`src/hw/dtw_pkg.sv`:
```
// Shared types and register map of the accelerator control shell.
// Register indices are word indices; the byte address is the index times 4.
package dtw_pkg;

    // Bus and stream widths
    typedef logic [15:0] axi_addr_t;
    typedef logic [31:0] axi_data_t;
    typedef logic [31:0] sample_t;
    typedef logic [31:0] ref_len_t;
    typedef logic [3:0]  reg_idx_t;
    typedef logic [1:0]  axi_resp_t;

    // Register map
    localparam reg_idx_t REG_CONTROL = 4'd0;
    localparam reg_idx_t REG_STATUS  = 4'd1;
    localparam reg_idx_t REG_REF_LEN = 4'd2;
    localparam reg_idx_t REG_VERSION = 4'd3;
    localparam reg_idx_t REG_KEY     = 4'd4;
    localparam reg_idx_t REG_NQUERY  = 4'd5;

    localparam axi_resp_t RESP_OKAY   = 2'b00;
    localparam axi_resp_t RESP_SLVERR = 2'b10;

    // Version fields, packed as major[31:28], minor[27:20], rev[19:16]
    localparam logic [3:0] VERSION_MAJOR = 4'd0;
    localparam logic [7:0] VERSION_MINOR = 8'd0;
    localparam logic [3:0] VERSION_REV   = 4'd2;
    localparam axi_data_t  VERSION_WORD  = {VERSION_MAJOR, VERSION_MINOR, VERSION_REV, 16'h0000};

    localparam axi_data_t ACCEL_KEY = 32'h0CA7_CAFE;

    // Control bits
    localparam int CTRL_CORE_RST_BIT = 0;
    localparam int CTRL_RUN_BIT      = 1;

    // Status bits, all others read zero
    localparam int STAT_BUSY_BIT       = 0;
    localparam int STAT_SRC_EMPTY_BIT  = 1;
    localparam int STAT_SRC_FULL_BIT   = 2;
    localparam int STAT_SINK_EMPTY_BIT = 3;
    localparam int STAT_SINK_FULL_BIT  = 4;

    typedef enum logic [1:0] {
        AXI_IDLE,
        AXI_STROBE,
        AXI_WAIT_ACK,
        AXI_RESP
    } axi_state_e;

endpackage

```
`src/hw/axi_lite_slave.sv`:
```
// One transaction at a time, writes win over reads. The register side
// must acknowledge every strobe, otherwise the bus stalls.
`timescale 1ns/1ps

module axi_lite_slave import dtw_pkg::*; (
    input  logic      S_AXI_clk,
    input  logic      w_axi_rst,

    input  logic      i_axi_awvalid,
    input  axi_addr_t i_axi_awaddr,
    output logic      o_axi_awready,

    input  logic      i_axi_wvalid,
    input  axi_data_t i_axi_wdata,
    output logic      o_axi_wready,

    output logic      o_axi_bvalid,
    input  logic      i_axi_bready,
    output axi_resp_t o_axi_bresp,

    input  logic      i_axi_arvalid,
    input  axi_addr_t i_axi_araddr,
    output logic      o_axi_arready,

    output logic      o_axi_rvalid,
    input  logic      i_axi_rready,
    output axi_resp_t o_axi_rresp,
    output axi_data_t o_axi_rdata,

    output logic      o_reg_wr_stb,
    output logic      o_reg_rd_stb,
    output reg_idx_t  o_reg_addr,
    output axi_data_t o_reg_wdata,
    input  logic      i_reg_ack,
    input  axi_data_t i_reg_rdata,
    input  logic      i_reg_invalid
);

    // Word index sits above the byte offset
    localparam int IDX_LSB = 2;

    axi_state_e r_state;
    logic       r_is_write;
    axi_resp_t  r_resp;
    axi_data_t  r_rdata;
    logic       w_wr_hs;
    logic       w_rd_hs;

    // Address and data channels must both be valid to take a write
    assign w_wr_hs = (r_state == AXI_IDLE) && i_axi_awvalid && i_axi_wvalid;
    assign w_rd_hs = (r_state == AXI_IDLE) && i_axi_arvalid && !(i_axi_awvalid && i_axi_wvalid);

    assign o_axi_awready = w_wr_hs;
    assign o_axi_wready  = w_wr_hs;
    assign o_axi_arready = w_rd_hs;

    assign o_reg_wr_stb = (r_state == AXI_STROBE) && r_is_write;
    assign o_reg_rd_stb = (r_state == AXI_STROBE) && !r_is_write;

    assign o_axi_bvalid = (r_state == AXI_RESP) && r_is_write;
    assign o_axi_rvalid = (r_state == AXI_RESP) && !r_is_write;
    assign o_axi_bresp  = r_resp;
    assign o_axi_rresp  = r_resp;
    assign o_axi_rdata  = r_rdata;

    always_ff @(posedge S_AXI_clk) begin
        if (w_axi_rst) begin
            r_state    <= AXI_IDLE;
            r_is_write <= 1'b0;
        end else begin
            case (r_state)
                AXI_IDLE: begin
                    if (w_wr_hs) begin
                        r_is_write <= 1'b1;
                        r_state    <= AXI_STROBE;
                    end else if (w_rd_hs) begin
                        r_is_write <= 1'b0;
                        r_state    <= AXI_STROBE;
                    end
                end
                AXI_STROBE: begin
                    r_state <= AXI_WAIT_ACK;
                end
                AXI_WAIT_ACK: begin
                    if (i_reg_ack) begin
                        r_state <= AXI_RESP;
                    end
                end
                AXI_RESP: begin
                    // Hold the response until the master takes it
                    if (r_is_write ? i_axi_bready : i_axi_rready) begin
                        r_state <= AXI_IDLE;
                    end
                end
                default: begin
                    r_state <= AXI_IDLE;
                end
            endcase
        end
    end

    always_ff @(posedge S_AXI_clk) begin
        if (w_wr_hs) begin
            o_reg_addr  <= i_axi_awaddr[IDX_LSB +: $bits(reg_idx_t)];
            o_reg_wdata <= i_axi_wdata;
        end else if (w_rd_hs) begin
            o_reg_addr <= i_axi_araddr[IDX_LSB +: $bits(reg_idx_t)];
        end

        if ((r_state == AXI_WAIT_ACK) && i_reg_ack) begin
            r_resp  <= i_reg_invalid ? RESP_SLVERR : RESP_OKAY;
            r_rdata <= i_reg_rdata;
        end
    end

endmodule

```
`src/hw/dtw_accel.sv`:
```
// Control shell on one clock. Stream ready/valid come straight from the
// FIFO flags; the sink FIFO carries tlast in its top bit.
`timescale 1ns/1ps

module dtw_accel import dtw_pkg::*; #(
    parameter int FIFO_DEPTH = 4
) (
    input  logic      S_AXI_clk,
    input  logic      w_axi_rst,

    input  logic      i_axi_awvalid,
    input  axi_addr_t i_axi_awaddr,
    output logic      o_axi_awready,
    input  logic      i_axi_wvalid,
    input  axi_data_t i_axi_wdata,
    output logic      o_axi_wready,
    output logic      o_axi_bvalid,
    input  logic      i_axi_bready,
    output axi_resp_t o_axi_bresp,
    input  logic      i_axi_arvalid,
    input  axi_addr_t i_axi_araddr,
    output logic      o_axi_arready,
    output logic      o_axi_rvalid,
    input  logic      i_axi_rready,
    output axi_resp_t o_axi_rresp,
    output axi_data_t o_axi_rdata,

    input  logic      i_src_tvalid,
    output logic      o_src_tready,
    input  sample_t   i_src_tdata,

    output logic      o_sink_tvalid,
    input  logic      i_sink_tready,
    output logic      o_sink_tlast,
    output sample_t   o_sink_tdata
);

    logic      w_reg_wr_stb;
    logic      w_reg_rd_stb;
    reg_idx_t  w_reg_addr;
    axi_data_t w_reg_wdata;
    logic      w_reg_ack;
    axi_data_t w_reg_rdata;
    logic      w_reg_invalid;

    logic      w_core_rst;
    logic      w_run;
    ref_len_t  w_ref_len;
    logic      w_busy;
    axi_data_t w_nquery;

    logic      w_src_full;
    logic      w_src_empty;
    logic      w_src_rd_stb;
    sample_t   w_src_data;
    logic      w_sink_full;
    logic      w_sink_empty;
    logic      w_sink_wr_stb;
    sample_t   w_sink_data;
    logic      w_sink_last;
    logic      w_src_push;
    logic      w_sink_pop;

    // Stream handshakes
    assign o_src_tready  = ~w_src_full;
    assign o_sink_tvalid = ~w_sink_empty;
    assign w_src_push    = i_src_tvalid & o_src_tready;
    assign w_sink_pop    = o_sink_tvalid & i_sink_tready;

    axi_lite_slave u_axi_lite_slave (
        .S_AXI_clk     (S_AXI_clk),
        .w_axi_rst     (w_axi_rst),
        .i_axi_awvalid (i_axi_awvalid),
        .i_axi_awaddr  (i_axi_awaddr),
        .o_axi_awready (o_axi_awready),
        .i_axi_wvalid  (i_axi_wvalid),
        .i_axi_wdata   (i_axi_wdata),
        .o_axi_wready  (o_axi_wready),
        .o_axi_bvalid  (o_axi_bvalid),
        .i_axi_bready  (i_axi_bready),
        .o_axi_bresp   (o_axi_bresp),
        .i_axi_arvalid (i_axi_arvalid),
        .i_axi_araddr  (i_axi_araddr),
        .o_axi_arready (o_axi_arready),
        .o_axi_rvalid  (o_axi_rvalid),
        .i_axi_rready  (i_axi_rready),
        .o_axi_rresp   (o_axi_rresp),
        .o_axi_rdata   (o_axi_rdata),
        .o_reg_wr_stb  (w_reg_wr_stb),
        .o_reg_rd_stb  (w_reg_rd_stb),
        .o_reg_addr    (w_reg_addr),
        .o_reg_wdata   (w_reg_wdata),
        .i_reg_ack     (w_reg_ack),
        .i_reg_rdata   (w_reg_rdata),
        .i_reg_invalid (w_reg_invalid)
    );

    dtw_regs u_dtw_regs (
        .S_AXI_clk     (S_AXI_clk),
        .w_axi_rst     (w_axi_rst),
        .i_reg_wr_stb  (w_reg_wr_stb),
        .i_reg_rd_stb  (w_reg_rd_stb),
        .i_reg_addr    (w_reg_addr),
        .i_reg_wdata   (w_reg_wdata),
        .o_reg_ack     (w_reg_ack),
        .o_reg_rdata   (w_reg_rdata),
        .o_reg_invalid (w_reg_invalid),
        .i_busy        (w_busy),
        .i_nquery      (w_nquery),
        .i_src_empty   (w_src_empty),
        .i_src_full    (w_src_full),
        .i_sink_empty  (w_sink_empty),
        .i_sink_full   (w_sink_full),
        .o_core_rst    (w_core_rst),
        .o_run         (w_run),
        .o_ref_len     (w_ref_len)
    );

    // Core reset also flushes pending source samples
    stream_fifo #(
        .FIFO_DEPTH (FIFO_DEPTH),
        .WIDTH      ($bits(sample_t))
    ) u_src_fifo (
        .S_AXI_clk (S_AXI_clk),
        .w_axi_rst (w_axi_rst),
        .i_clear   (w_core_rst),
        .i_wr_stb  (w_src_push),
        .i_wr_data (i_src_tdata),
        .i_rd_stb  (w_src_rd_stb),
        .o_rd_data (w_src_data),
        .o_full    (w_src_full),
        .o_empty   (w_src_empty)
    );

    frame_forwarder u_frame_forwarder (
        .S_AXI_clk     (S_AXI_clk),
        .w_axi_rst     (w_axi_rst),
        .i_core_rst    (w_core_rst),
        .i_run         (w_run),
        .i_ref_len     (w_ref_len),
        .i_src_empty   (w_src_empty),
        .i_src_data    (w_src_data),
        .o_src_rd_stb  (w_src_rd_stb),
        .i_sink_full   (w_sink_full),
        .o_sink_wr_stb (w_sink_wr_stb),
        .o_sink_data   (w_sink_data),
        .o_sink_last   (w_sink_last),
        .o_busy        (w_busy),
        .o_nquery      (w_nquery)
    );

    stream_fifo #(
        .FIFO_DEPTH (FIFO_DEPTH),
        .WIDTH      ($bits(sample_t) + 1)
    ) u_sink_fifo (
        .S_AXI_clk (S_AXI_clk),
        .w_axi_rst (w_axi_rst),
        .i_clear   (1'b0),
        .i_wr_stb  (w_sink_wr_stb),
        .i_wr_data ({w_sink_last, w_sink_data}),
        .i_rd_stb  (w_sink_pop),
        .o_rd_data ({o_sink_tlast, o_sink_tdata}),
        .o_full    (w_sink_full),
        .o_empty   (w_sink_empty)
    );

endmodule

```
`src/hw/dtw_regs.sv`:
```
// Acks every strobe one cycle later. Indices above REG_NQUERY are invalid;
// writes to read-only registers are dropped without error.
`timescale 1ns/1ps

module dtw_regs import dtw_pkg::*; (
    input  logic      S_AXI_clk,
    input  logic      w_axi_rst,

    input  logic      i_reg_wr_stb,
    input  logic      i_reg_rd_stb,
    input  reg_idx_t  i_reg_addr,
    input  axi_data_t i_reg_wdata,
    output logic      o_reg_ack,
    output axi_data_t o_reg_rdata,
    output logic      o_reg_invalid,

    input  logic      i_busy,
    input  axi_data_t i_nquery,
    input  logic      i_src_empty,
    input  logic      i_src_full,
    input  logic      i_sink_empty,
    input  logic      i_sink_full,

    output logic      o_core_rst,
    output logic      o_run,
    output ref_len_t  o_ref_len
);

    localparam ref_len_t REF_LEN_DEFAULT = 32'd4;

    axi_data_t r_control;
    ref_len_t  r_ref_len;
    axi_data_t w_status;
    axi_data_t w_rd_word;

    assign o_core_rst = r_control[CTRL_CORE_RST_BIT];
    assign o_run      = r_control[CTRL_RUN_BIT];
    assign o_ref_len  = r_ref_len;

    always_comb begin
        w_status                      = '0;
        w_status[STAT_BUSY_BIT]       = i_busy;
        w_status[STAT_SRC_EMPTY_BIT]  = i_src_empty;
        w_status[STAT_SRC_FULL_BIT]   = i_src_full;
        w_status[STAT_SINK_EMPTY_BIT] = i_sink_empty;
        w_status[STAT_SINK_FULL_BIT]  = i_sink_full;
    end

    // Read-back mux, zero for unknown indices
    always_comb begin
        case (i_reg_addr)
            REG_CONTROL: w_rd_word = r_control;
            REG_STATUS:  w_rd_word = w_status;
            REG_REF_LEN: w_rd_word = r_ref_len;
            REG_VERSION: w_rd_word = VERSION_WORD;
            REG_KEY:     w_rd_word = ACCEL_KEY;
            REG_NQUERY:  w_rd_word = i_nquery;
            default:     w_rd_word = '0;
        endcase
    end

    always_ff @(posedge S_AXI_clk) begin
        if (w_axi_rst) begin
            o_reg_ack     <= 1'b0;
            o_reg_invalid <= 1'b0;
            r_control     <= '0;
            r_ref_len     <= REF_LEN_DEFAULT;
        end else begin
            o_reg_ack     <= i_reg_wr_stb || i_reg_rd_stb;
            o_reg_invalid <= (i_reg_wr_stb || i_reg_rd_stb) && (i_reg_addr > REG_NQUERY);
            if (i_reg_wr_stb) begin
                case (i_reg_addr)
                    REG_CONTROL: r_control <= i_reg_wdata;
                    REG_REF_LEN: r_ref_len <= i_reg_wdata;
                    default: ;
                endcase
            end
        end
    end

    always_ff @(posedge S_AXI_clk) begin
        if (i_reg_rd_stb) begin
            o_reg_rdata <= w_rd_word;
        end
    end

endmodule

```
`src/hw/frame_forwarder.sv`:
```
// Stands in for the warping core; one sample per cycle while running.
// A reference length of zero behaves as a length of one.
`timescale 1ns/1ps

module frame_forwarder import dtw_pkg::*; (
    input  logic      S_AXI_clk,
    input  logic      w_axi_rst,
    input  logic      i_core_rst,
    input  logic      i_run,
    input  ref_len_t  i_ref_len,

    input  logic      i_src_empty,
    input  sample_t   i_src_data,
    output logic      o_src_rd_stb,

    input  logic      i_sink_full,
    output logic      o_sink_wr_stb,
    output sample_t   o_sink_data,
    output logic      o_sink_last,

    output logic      o_busy,
    output axi_data_t o_nquery
);

    ref_len_t  r_sample_cnt;
    axi_data_t r_nquery;
    ref_len_t  w_last_idx;
    logic      w_at_end;
    logic      w_move;

    assign w_last_idx = (i_ref_len == '0) ? '0 : i_ref_len - 1'b1;

    // Also wraps if the length shrinks below the current count mid-frame
    assign w_at_end = (r_sample_cnt >= w_last_idx);

    // Pop and push together, never while the core is held in reset
    assign w_move = i_run && !i_core_rst && !i_src_empty && !i_sink_full;

    assign o_src_rd_stb  = w_move;
    assign o_sink_wr_stb = w_move;
    assign o_sink_data   = i_src_data;
    assign o_sink_last   = w_at_end;
    assign o_busy        = (r_sample_cnt != '0);
    assign o_nquery      = r_nquery;

    always_ff @(posedge S_AXI_clk) begin
        if (w_axi_rst || i_core_rst) begin
            r_sample_cnt <= '0;
            r_nquery     <= '0;
        end else if (w_move) begin
            if (w_at_end) begin
                r_sample_cnt <= '0;
                r_nquery     <= r_nquery + 1'b1;
            end else begin
                r_sample_cnt <= r_sample_cnt + 1'b1;
            end
        end
    end

endmodule

```
`src/hw/stream_fifo.sv`:
```
// Show-ahead FIFO, FIFO_DEPTH must be a power of two and at least 2.
// Head word reads zero while empty.
`timescale 1ns/1ps

module stream_fifo #(
    parameter int FIFO_DEPTH = 4,
    parameter int WIDTH      = 32
) (
    input  logic             S_AXI_clk,
    input  logic             w_axi_rst,
    input  logic             i_clear,
    input  logic             i_wr_stb,
    input  logic [WIDTH-1:0] i_wr_data,
    input  logic             i_rd_stb,
    output logic [WIDTH-1:0] o_rd_data,
    output logic             o_full,
    output logic             o_empty
);

    localparam int             PTR_W      = $clog2(FIFO_DEPTH);
    localparam logic [PTR_W:0] FULL_COUNT = FIFO_DEPTH[PTR_W:0];

    logic [WIDTH-1:0] r_mem [FIFO_DEPTH];
    logic [PTR_W-1:0] r_wr_ptr;
    logic [PTR_W-1:0] r_rd_ptr;
    logic [PTR_W:0]   r_count;
    logic             w_push;
    logic             w_pop;

    assign o_full    = (r_count == FULL_COUNT);
    assign o_empty   = (r_count == '0);
    assign o_rd_data = o_empty ? '0 : r_mem[r_rd_ptr];

    // Overflow and underflow requests are dropped here
    assign w_push = i_wr_stb && !o_full;
    assign w_pop  = i_rd_stb && !o_empty;

    always_ff @(posedge S_AXI_clk) begin
        if (w_axi_rst || i_clear) begin
            r_wr_ptr <= '0;
            r_rd_ptr <= '0;
            r_count  <= '0;
        end else begin
            if (w_push) begin
                r_wr_ptr <= r_wr_ptr + 1'b1;
            end
            if (w_pop) begin
                r_rd_ptr <= r_rd_ptr + 1'b1;
            end
            case ({w_push, w_pop})
                2'b10:   r_count <= r_count + 1'b1;
                2'b01:   r_count <= r_count - 1'b1;
                default: r_count <= r_count;
            endcase
        end
    end

    always_ff @(posedge S_AXI_clk) begin
        if (w_push) begin
            r_mem[r_wr_ptr] <= i_wr_data;
        end
    end

endmodule

```
`config.mk`:
```
export PLATFORM = sky130hd
export DESIGN_NAME = dtw_accel
export DESIGN_NICKNAME = d
export VERILOG_FILES = /design/src/hw/dtw_pkg.sv /design/src/hw/axi_lite_slave.sv /design/src/hw/dtw_accel.sv /design/src/hw/dtw_regs.sv /design/src/hw/frame_forwarder.sv /design/src/hw/stream_fifo.sv
export SDC_FILE = /design/constraint.sdc
export NUM_CORES = 1
export LEC_CHECK = 0
export BUFFER_PORTS_ARGS = -buffer_cell sky130_fd_sc_hd__buf_2
export CAP_MARGIN = 20
export CELL_PAD_IN_SITES_DETAIL_PLACEMENT = 1
export CELL_PAD_IN_SITES_GLOBAL_PLACEMENT = 1
export CORE_UTILIZATION = 40
export CTS_BUF_LIST = sky130_fd_sc_hd__clkbuf_8 sky130_fd_sc_hd__clkbuf_16
export CTS_CLUSTER_SIZE = 20
export DETAILED_ROUTE_END_ITERATION = 6
export PLACE_DENSITY_LB_ADDON = 0.25
export SETUP_SLACK_MARGIN = 0.05
export SLEW_MARGIN = 20
export SYNTH_ARGS = -nofsm -noshare
export SYNTH_HDL_FRONTEND = slang
export SYNTH_HIERARCHICAL = 1
export SYNTH_SLANG_ARGS = --single-unit
export TNS_END_PERCENT = 10
```
`constraint.sdc`:
```
create_clock -name S_AXI_clk -period 12.3 [get_ports S_AXI_clk]
set_input_delay 2.46 -clock S_AXI_clk [delete_from_list [all_inputs] [get_ports S_AXI_clk]]
set_output_delay 2.46 -clock S_AXI_clk [all_outputs]
set_load 0.05 [all_outputs]
```
==> results of run 1 <==
layout make-up:
cell class	instances	area [sq um]
Antenna cell	1	2.50
Clock buffer	59	1410
Clock inverter	40	350
Fill cell	5615	29800
Inverter	43	161
Multi-Input combinational cell	966	7730
Sequential cell	512	13900
Tap cell	748	936
Timing Repair Buffer	178	958
power by group:
part           total, mW  internal, mW  switching (mW)
clock network       1.60         0.929           0.670
logic              0.291        0.0846           0.206
registers           2.01          1.96          0.0439
per-layer routing:
layer,routed length [microns],global-route usage [%],vias to the layer above
met3,3220,4.34,72
met5,37,0,-
met2,25000,30.1,295
met4,954,4.68,6
li1,-,-,6269
met1,25800,27.9,6845
kinds of logic (layout without fill, tap and decap cells):
family / Yosys count / count (layout)
adder cells (fa/ha/maj): 54 / 54
other: 2 / 5
buffers and inverters: 152 / 320
AO/OA/AOI/OAI: 150 / 150
AND/OR/NAND/NOR: 547 / 547
XOR/XNOR: 75 / 75
multiplexers: 136 / 136
flip-flops: 512 / 512
through the flow:
step	setup slack [ns]	utilization, %	hold slack (ns)	cell area [sq um]
4_1_cts	6.56	46.0	0.412	25400
6_report	6.61	46.0	0.413	25400
3_5_place_dp	6.56	42.8	0.394	23600
2_1_floorplan	5.87	-	0.386	22400
3_3_place_gp	6.57	42.8	0.393	23600
5_1_grt	6.54	46.0	0.425	25400
path summary, 6_finish.rpt:
check,to,slack [ns],depth (start not counted)
worst max-delay path,o_axi_awready,6.61,4
worst min-delay path,u_axi_lite_slave/o_axi_bresp[1],0.41,0
worst max register to register,u_frame_forwarder/o_nquery[10],7.09,15
worst min register to register,u_axi_lite_slave/o_axi_bresp[1],0.41,0
synth_stat cells, types with 9 or more instances:
master / number / area [sq um]
or4_1: 15 / 113
inv_1: 43 / 161
nor2_1: 88 / 330
nand2_1: 99 / 372
o21ai_0: 30 / 150
nand4_1: 20 / 125
ha_1: 52 / 651
a22oi_1: 14 / 105
o211ai_1: 13 / 97.6
and3_1: 16 / 100
mux2i_1: 67 / 671
mux4_2: 65 / 1460
xnor2_1: 21 / 184
nand2b_1: 102 / 638
buf_4: 44 / 330
buf_2: 16 / 80.1
nor3_1: 15 / 75.1
dfxtp_1: 151 / 3020
clkbuf_1: 38 / 143
a222oi_1: 13 / 130
a21oi_1: 32 / 160
nor4_1: 12 / 75.1
xor2_1: 54 / 473
or3_1: 15 / 93.8
nand3_1: 32 / 160
edfxtp_1: 361 / 10800
buf_6: 10 / 113
nor2b_1: 72 / 450
and2_1: 9 / 56.3
worst register-to-register path, cell delays in order (launching register included):
cell and delay, ns:
dfxtp_1 0.43, or4_1 0.63, nor3_1 0.40, and3_1 0.35
nor2b_1 0.29, nand2_1 0.10, xnor2_1 0.16, nand2_1 0.11
ha_1 0.33, nand4_1 0.15, or4_4 0.62, a31oi_4 0.32
nor2_1 0.21, buf_4 0.24, nor4b_1 0.50, mux2i_1 0.29
cells in the final DEF (no fill, tap or decap), types with 8 or more instances in the layout:
cell	n
nand2b_1	102
clkbuf_16	53
buf_2	154
nand3b_1	8
nand3_1	32
buf_4	23
edfxtp_1	361
a222oi_1	13
xor2_1	54
nand4_1	20
clkinv_2	9
xnor2_1	21
o211ai_1	13
nor4_1	12
clkinv_1	10
and3_1	16
or3_1	15
mux2i_1	67
dfxtp_1	148
nor3_1	14
nand2_1	98
inv_1	51
or4_1	15
nor2b_1	72
a22oi_1	14
nor2_1	88
ha_1	52
o21ai_0	30
a21oi_1	32
mux4_2	65
==> impl_metrics.csv, run 1 <==
group,metric,value,unit
run_status,outcome,"finished, final reports clean",
power_and_ir_drop,p_total,3.90,mW
setup_path,arrival,3.23,ns
synth,synth_ff_type,"edfxtp_1",
sta,max_slew.worst_pin.slew,1.06,ns
clock_network,cts.clk_slew.worst_paths,0.06,ns
die,die_y,239,microns
min_path,hold_path.class,"register to register",
clock_network,clk_path_buf_depth,3,
setup_path,critical_path_required,9.84,ns
synth,synth_edf_count,361,
routing,drc,0,
setup_path,r2r-start,"u_dtw_regs/o_ref_len[17]",
clock_network,postCtsSetupRepairBufs,0,
grt,grt_max_degree,67,
synth,synth_cells,1628,
layout,largest_register_ff_count,132,
setup_path,critPathCaptureType,"output pin",
setup_path,startpoint_type,"input port",
layout,area_growth,13.6,%
routing,num_vias,13500,
die,initial_core_util,40.6,%
clock_network,cts_sinks,512,
setup_path,cp_top_family,"buffers and inverters",
clock_network,htree_num_levels,2,
placed_design,portBuffers,154,
setup_path,cpMaxStageDelayCell,"buf_2",
clock_network,numCtsBuffers,53,
setup_path,crit_chain,"buf_2 > nand3_1 > inv_1 > buf_2",
synth,synth_mux_area_share,9.74,%
synth,synth_top_family_by_area,"simple AND/OR/NAND/NOR gates",
sta,rsz0062_at_grt,"false",
synth,ys_seq_elements,512,
routing,drt-total-wl,55.0,mm
sta,slew_headroom,29.5,%
layout,drive_above_1_share,20.5,%
routing,drtIter0Drc,950,
setup_path,startpoint,"i_axi_wvalid",
grt,antenna_found_initial,7,
routing,wl_per_cell,21.6,microns
placed_design,dpl.hpwl,37.1,mm
sta,fmax,176,MHz
synth,synth_cell_types,81,
synth,syn-cell-area,0.0224,sq mm
die,ios,181,
clock_network,ctsResizeCount,0,
sta,min_period_over_period,46.2,%
sta,slew_violations,0,
setup_path,crit_type,"input port to output pin",
sta,final-setup-viol-count,0,
clock_network,ctsRootBufferMaster,"clkbuf_16",
placed_design,gp_congestion,0.818,
synth,synth-compound-area-share,4.77,%
layout,final_cells,2547,
layout,largestRegisters,"u_sink_fifo/r_mem: 132 flops, u_src_fifo/r_mem: 128 flops",
power_and_ir_drop,p_leak,9.23,nW
synth,synth_area_per_cell,13.8,sq um
min_path,worst_hold_startpoint,"u_dtw_regs/o_reg_invalid",
die,num_rows,86,
clock_network,clkLatencyLatePin,0.60,ns
sta,finalHoldViolCount,0,
synth,yosysWarnings,6,
routing,viasPerCell,5.30,
die,dieArea,0.0569,sq mm
synth,synth-simple-area-share,13.8,%
setup_path,crit_path_max_incr_delay,0.29,ns
grt,overflow,0,
clock_network,cts_tree,"built",
layout,regMostFlops,"u_sink_fifo/r_mem",
die,core-area,0.0552,sq mm
placed_design,placed_cells,2446,
grt,grt_pass1_wl,84.5,mm
grt,grt_util_all_layers,19.5,%
sta,worst_clock_skew,0.0344,ns
routing,first_pass_iters,5,
grt,first_global_vias,14200,
clock_network,cts.hold.buffers_added,0,
synth,synth_xor_area_share,2.93,%
setup_path,cp_num_buf_inv,3,
synth,synthArstFlopShare,0,%
synth,ys_seq_area_share,61.9,%
sta,setup_tns,0,ns
setup_path,cp_max_fo,5,
die,die_w,239,microns
setup_path,cp_common_cell,"buf_2",
routing,ant_nets,0,
layout,nNetsFinal,1913,
power_and_ir_drop,power.density,153,mW/mm^2
run,cap_violations,0,
synth,synthAdderAreaFrac,3.09,%
sta,period_needed,5.69,ns
power_and_ir_drop,ir_drop,0.000105,V
Note: power is estimated with default switching activity, not from simulation.
==> run 2: changes to the inputs <==
- ABC_AREA: unset -> 1
- clock period: 12.3 -> 5.4 ns (I/O delays scaled with it)
==> run 2 against run 1 <==
Against the previous run:
- clock-buffer cell count rose by 3
- register-to-register slack worse by 5.6 ns
- core utilization fell by 0.060 points
- wire length increased by 20%
- critical path depth increased by 17
- via count up 31%
- non-clock buffer count grew 2
- synthesized cell count rose by 56%
- area after synthesis up 5.5%
- cell count is 36% higher
- critical endpoint is now u_frame_forwarder/o_nquery[28]
==> impl_metrics.csv, run 2 <==
group,metric,value,unit
run_status,outcome,"finished, final reports clean",
run,cap_violations,0,
routing,first_pass_iters,5,
synth,synth_top_area_share,45.9,%
placed_design,pre_cts_ws,1.55,ns
synth,synth_most_common_cell,"nor2_1",
sta,slew_violations,0,
setup_path,cp_top_family,"simple AND/OR/NAND/NOR gates",
clock_network,numCtsBuffers,54,
sta,slew_headroom,32.9,%
clock_network,clk_path_buf_depth,3,
placed_design,portBuffers,154,
routing,drc,0,
setup_path,reg2regPathDepth,21,
sta,max_slew.worst_pin.slew,1.01,ns
clock_network,cts.hold.buffers_added,0,
setup_path,startpoint_type,"register",
synth,synth_area_leaders,"edfxtp_1 (46%), dfxtp_1 (13%), nor2_1 (9.4%)",
min_path,min_path_cells,0,
grt,grt_pass1_wl,102,mm
layout,nNetsFinal,2803,
setup_path,worstSetupPathDepth,21,
die,die_w,245,microns
die,ios,181,
setup_path,r2r_slack,1.50,ns
grt,overflow,0,
clock_network,cts_tree,"built",
power_and_ir_drop,clkPwrFrac,42.5,%
layout,largest_register_ff_count,132,
min_path,hold_path.class,"register to register",
sta,final-setup-viol-count,0,
setup_path,critical_path_required,5.89,ns
routing,drt-total-wl,65.9,mm
layout,fillerInstances,6655,
setup_path,cpMaxStageDelayCell,"buf_4",
clock_network,htree_num_levels,2,
die,die_y,245,microns
synth,yosysWarnings,6,
placed_design,dpl.hpwl,45.2,mm
sta,worst_clock_skew,0.0324,ns
setup_path,cp_max_fo,63,
layout,layout_common_cells,"nor2_1 (579), nand2_1 (405), edfxtp_1 (361), inv_1 (239), buf_2 (154)",
synth,synth_cell_types,49,
sta,period_needed,3.90,ns
setup_path,crit_type,"register to register",
power_and_ir_drop,p_leak,10.8,nW
clock_network,clkLatencyLatePin,0.63,ns
routing,num_vias,17700,
sta,rsz0062_at_grt,"false",
clock_network,ctsRootBufferMaster,"clkbuf_16",
setup_path,cp_num_buf_inv,3,
grt,antenna_found_initial,4,
clock_network,ctsResizeCount,0,
power_and_ir_drop,ir_drop,0.000277,V
routing,ant_nets,0,
synth,synthTopCellsByCount,"nor2_1 (592), nand2_1 (405), edfxtp_1 (361), inv_1 (228), dfxtp_1 (151)",
sta,min_period_over_period,72.3,%
grt,first_global_vias,18200,
clock_network,cts_sinks,512,
synth,syn-cell-area,0.0236,sq mm
die,num_rows,88,
synth,synth_area_per_cell,9.31,sq um
layout,regMostFlops,"u_sink_fifo/r_mem",
power_and_ir_drop,swShare,24.6,%
sta,setup_tns,0,ns
sta,finalHoldViolCount,0,
power_and_ir_drop,p_sw,2.24,mW
setup_path,crit_path_max_incr_delay,0.50,ns
synth,synth_ff_type,"edfxtp_1",
synth,synth_edf_count,361,
layout,drive_above_1_share,13.9,%
power_and_ir_drop,intPower,6.86,mW
sta,worst_slack,1.50,ns
clock_network,cts.clk_slew.worst_paths,0.06,ns
clock_network,postCtsSetupRepairBufs,0,
layout,mostFrequentLayoutCell,"nor2_1",
die,core-area,0.0580,sq mm
die,initial_core_util,40.7,%
layout,largestRegisters,"u_sink_fifo/r_mem: 132 flops, u_src_fifo/r_mem: 128 flops",
synth,synth_top_area_cell,"edfxtp_1",
grt,grt_util_all_layers,21.9,%
grt,grt_max_degree,67,
setup_path,arrival,4.39,ns
layout,area_growth,13.0,%
synth,synthArstFlopShare,0,%
power_and_ir_drop,seq_power_share,50.1,%
die,dieArea,0.0600,sq mm
routing,wl_per_cell,19.1,microns
power_and_ir_drop,power_frac_comb,7.4,%
placed_design,gp_congestion,0.828,
sta,fmax,256,MHz
synth,synth_cells,2537,
synth,ys_seq_elements,512,
setup_path,critPathCaptureType,"register",
power_and_ir_drop,power.density,341,mW/mm^2
routing,drtIter0Drc,1033,
setup_path,cp_common_cell,"nand2_1",
setup_path,crit_chain,"inv_1 > ha_1 > nand2_2 > nor2_4 > nand2_1 > inv_2 > nand2_1 > nor2_2 > a31oi_1 > nand3b_1 > ha_1 > nand2_1 > nor2_1 > nand4_1 > nor2_1 > nand2_1 > nand2_2 > buf_4 > nand3_1 > nand2_1 > nor2_1",
routing,viasPerCell,5.11,
synth,ys_seq_area_share,58.7,%
==> run 2: cell families after synthesis <==
logic type | share of synthesized area [%]
simple gates | 22.8
flops | 58.7
buf+inv | 7.50
compound gates | 7.04
fa+ha+maj | 2.92
xor+xnor | 1.00
other cells | 0.0318
==> run 2: metal layers <==
layer	global-route usage [%]	routed length, microns
met1	29.1	29700
met2	37.9	32300
met3	2.81	2640
met4	5.33	1300
met5	0	26
==> run 2: power by group through the flow <==
stage	logic (mW)	clock network [mW]	registers, mW
finish	0.678	3.87	4.56
global route	0.749	4.10	4.57
CTS	0.684	3.96	4.56
detailed placement	0.680	0	4.64
global placement	0.654	0	4.64
floorplan	0.448	0	4.63
==> run 2: per-stage QoR <==
stage / instance area, sq um / util [%] / power [mW] / cells / hold WS, ns
after CTS: 26700 / 46.0 / 9.21 / 3455 / 0.420
after global routing: 26700 / 46.0 / 9.42 / 3456 / 0.418
final: 26700 / 46.0 / 9.10 / 3457 / 0.421
after detailed placement: 24800 / 42.7 / 5.32 / 3353 / 0.407
after global placement: 24700 / 42.6 / 5.29 / 3350 / 0.406
after floorplan: 23600 / - / 5.08 / 2538 / 0.386
==> run 2: path summary, 6_finish.rpt <==
check / endpoint / startpoint
max: u_frame_forwarder/o_nquery[28] / u_dtw_regs/o_ref_len[0]
min: u_axi_lite_slave/o_axi_rdata[22] / u_dtw_regs/o_reg_rdata[22]
max reg2reg: u_frame_forwarder/o_nquery[28] / u_dtw_regs/o_ref_len[0]
min reg2reg: u_axi_lite_slave/o_axi_rdata[22] / u_dtw_regs/o_reg_rdata[22]
==> run 2: area by class of cell <==
cell class                      instances  area, sq um  area share [%]
Antenna cell                            2         5.00          0.0188
Clock buffer                           62         1460            5.48
Clock inverter                         40          418            1.57
Inverter                              239          901            3.38
Multi-Input combinational cell       1657         8060            30.2
Sequential cell                       512        13900            52.0
Tap cell                              765          957            3.59
Timing Repair Buffer                  180         1010            3.80
==> run 3: changes to the inputs <==
- ABC_AREA: 1 -> 0
- clock period: 5.4 -> 3.95 ns (I/O delays scaled with it)
==> run 3 against run 2 <==
Against the previous run:
- the run now ends with DRC, setup timing left
- worst hold slack lost 0.057 ns
- largest cell class unchanged
- fmax down 3.9%
- power rose by 31%
- largest power group unchanged
==> impl_metrics.csv, run 3 (same netlist as run 1, synthesis figures left out) <==
group,metric,value,unit
layout,regMostFlops,"u_sink_fifo/r_mem",
routing,drt-total-wl,56.6,mm
layout,final_cells,2616,
clock_network,cts_sinks,512,
sta,slew_headroom,25.6,%
die,die_y,239,microns
routing,drc,6,
power_and_ir_drop,power_frac_comb,7.7,%
sta,slew_violations,0,
clock_network,cts.clk_slew.worst_paths,0.07,ns
setup_path,worstSetupPathDepth,17,
die,num_rows,86,
routing,viasPerCell,5.26,
clock_network,ctsRootBufferMaster,"clkbuf_16",
grt,antenna_found_initial,11,
die,initial_core_util,40.6,%
layout,fillerInstances,5573,
die,ios,181,
power_and_ir_drop,seq_power_share,52.2,%
grt,grt_pass1_wl,86.7,mm
die,dieArea,0.0569,sq mm
routing,ant_nets,0,
min_path,min_path_cells,1,
power_and_ir_drop,swShare,23.7,%
setup_path,cp_max_fo,8,
setup_path,critical_path_required,4.45,ns
routing,num_vias,13800,
sta,rsz0062_at_grt,"true",
layout,largestRegisters,"u_sink_fifo/r_mem: 132 flops, u_src_fifo/r_mem: 128 flops",
sta,finalHoldViolCount,0,
clock_network,cts.hold.buffers_added,0,
layout,area_growth,17.4,%
run,cap_violations,0,
setup_path,cp_num_buf_inv,3,
placed_design,portBuffers,154,
grt,grt_max_degree,103,
routing,wl_per_cell,21.6,microns
placed_design,gp_congestion,0.822,
power_and_ir_drop,clkPwrFrac,40.1,%
layout,mostFrequentLayoutCell,"edfxtp_1",
sta,final-setup-viol-count,59,
layout,nNetsFinal,1983,
setup_path,arrival,4.56,ns
setup_path,reg2regPathDepth,17,
grt,overflow,0,
routing,drtIter0Drc,825,
setup_path,startpoint_type,"register",
clock_network,cts_tree,"built",
die,die_w,239,microns
clock_network,htree_num_levels,2,
layout,drive_above_1_share,25.5,%
sta,worst_clock_skew,0.0218,ns
power_and_ir_drop,power.density,455,mW/mm^2
run_status,outcome,"finished with violations",
sta,worst_slack,-0.110,ns
clock_network,numCtsBuffers,51,
placed_design,placed_cells,2511,
clock_network,clk_path_buf_depth,3,
setup_path,crit_type,"register to register",
power_and_ir_drop,ir_drop,0.000324,V
layout,largest_register_ff_count,132,
power_and_ir_drop,p_sw,2.84,mW
layout,layout_common_cells,"edfxtp_1 (361), buf_2 (154), dfxtp_1 (147), nand2b_1 (102), nand2_1 (93)",
routing,first_pass_iters,7,
grt,grt_util_all_layers,20.1,%
sta,fmax,246,MHz
setup_path,crit_path_max_incr_delay,0.58,ns
placed_design,dpl.hpwl,38.8,mm
clock_network,clkLatencyLatePin,0.60,ns
grt,first_global_vias,14300,
sta,min_period_over_period,103,%
setup_path,cp_top_family,"simple AND/OR/NAND/NOR gates",
min_path,hold_path.class,"input port to register",
power_and_ir_drop,p_total,12.0,mW
power_and_ir_drop,p_leak,9.74,nW
setup_path,crit_chain,"or4_4 > nor3_4 > buf_4 > and3_4 > nor2b_4 > nand2b_1 > xnor2_1 > nand2_1 > ha_4 > nand4_1 > or4_4 > buf_4 > a311oi_2 > buf_6 > o2111ai_2 > xnor2_1 > and2_1",
sta,period_needed,4.06,ns
power_and_ir_drop,intPower,9.13,mW
sta,max_slew.worst_pin.slew,1.11,ns
run_status,violations,"DRC, setup timing",
die,core-area,0.0552,sq mm
setup_path,critPathCaptureType,"register",
setup_path,cpMaxStageDelayCell,"or4_4",
run 3: final cells by class:
type                            instances  area (sq um)  area share (%)
Sequential cell                       512         13900            52.8
Multi-Input combinational cell        966          8020            30.5
Timing Repair Buffer                  250          1620            6.15
Clock buffer                           57          1360            5.17
Tap cell                              748           936            3.56
Clock inverter                         39           317            1.20
Inverter                               43           161           0.614
Antenna cell                            1          2.50         0.00952
run 3: power groups by stage:
stage / sequential [mW] / clock (mW) / combinational (mW)
2_1_floorplan: 6.33 / 0 / 0.591
3_3_place_gp: 6.35 / 0 / 0.892
3_5_place_dp: 6.36 / 0 / 0.919
4_1_cts: 6.25 / 4.94 / 0.929
5_1_grt: 6.27 / 5.12 / 0.999
6_report: 6.25 / 4.79 / 0.918
run 3: worst register-to-register path: cells and delay by family (launching register included):
family                   cells  cell delay [ns]
flip-flops                   1             0.32
XOR/XNOR                     2             0.30
AO/OA/AOI/OAI                2             0.36
AND/OR/NAND/NOR              9             2.18
adder cells (fa/ha/maj)      1             0.28
buffers and inverters        3             0.54
run 3: stage by stage:
stage	util [%]	setup slack, ns	TNS [ns]	hold WS [ns]	instance area (sq um)
final	47.6	-0.110	-3.39	0.364	26300
after global routing	47.6	-0.279	-14.02	0.338	26300
after CTS	47.4	-0.137	-4.81	0.325	26200
after detailed placement	43.9	-0.337	-8.30	0.390	24200
after global placement	43.9	-0.190	-2.38	0.394	24200
after floorplan	-	0.106	0	0.386	22400
run 3: per-layer routing:
layer  track usage [%]  wire length, microns  vias up
met4              6.00                  1260        6
met2              30.8                 25500      307
met5                 0                    37        -
met3              3.34                  2970       74
met1              29.4                 26800     6993
li1                  -                     -     6388
run 3: what timing repair did:
item / in CTS / in global routing
cloned: 2 / 0
buffers inserted: 6 / 1
endpoints found under the setup margin: 68 / 68
resized for setup: 35 / 27
pin swaps: 32 / 21
run 3: final timing paths:
| path | start | end | slack [ns] |
|---|---|---|---|
| max | u_dtw_regs/o_ref_len[11] | u_frame_forwarder/o_nquery[6] | -0.11 |
| max reg2reg | u_dtw_regs/o_ref_len[11] | u_frame_forwarder/o_nquery[6] | -0.11 |
| min reg2reg | u_dtw_regs/o_reg_rdata[16] | u_axi_lite_slave/o_axi_rdata[16] | 0.42 |
| min | i_axi_wdata[19] | u_axi_lite_slave/o_reg_wdata[19] | 0.36 |
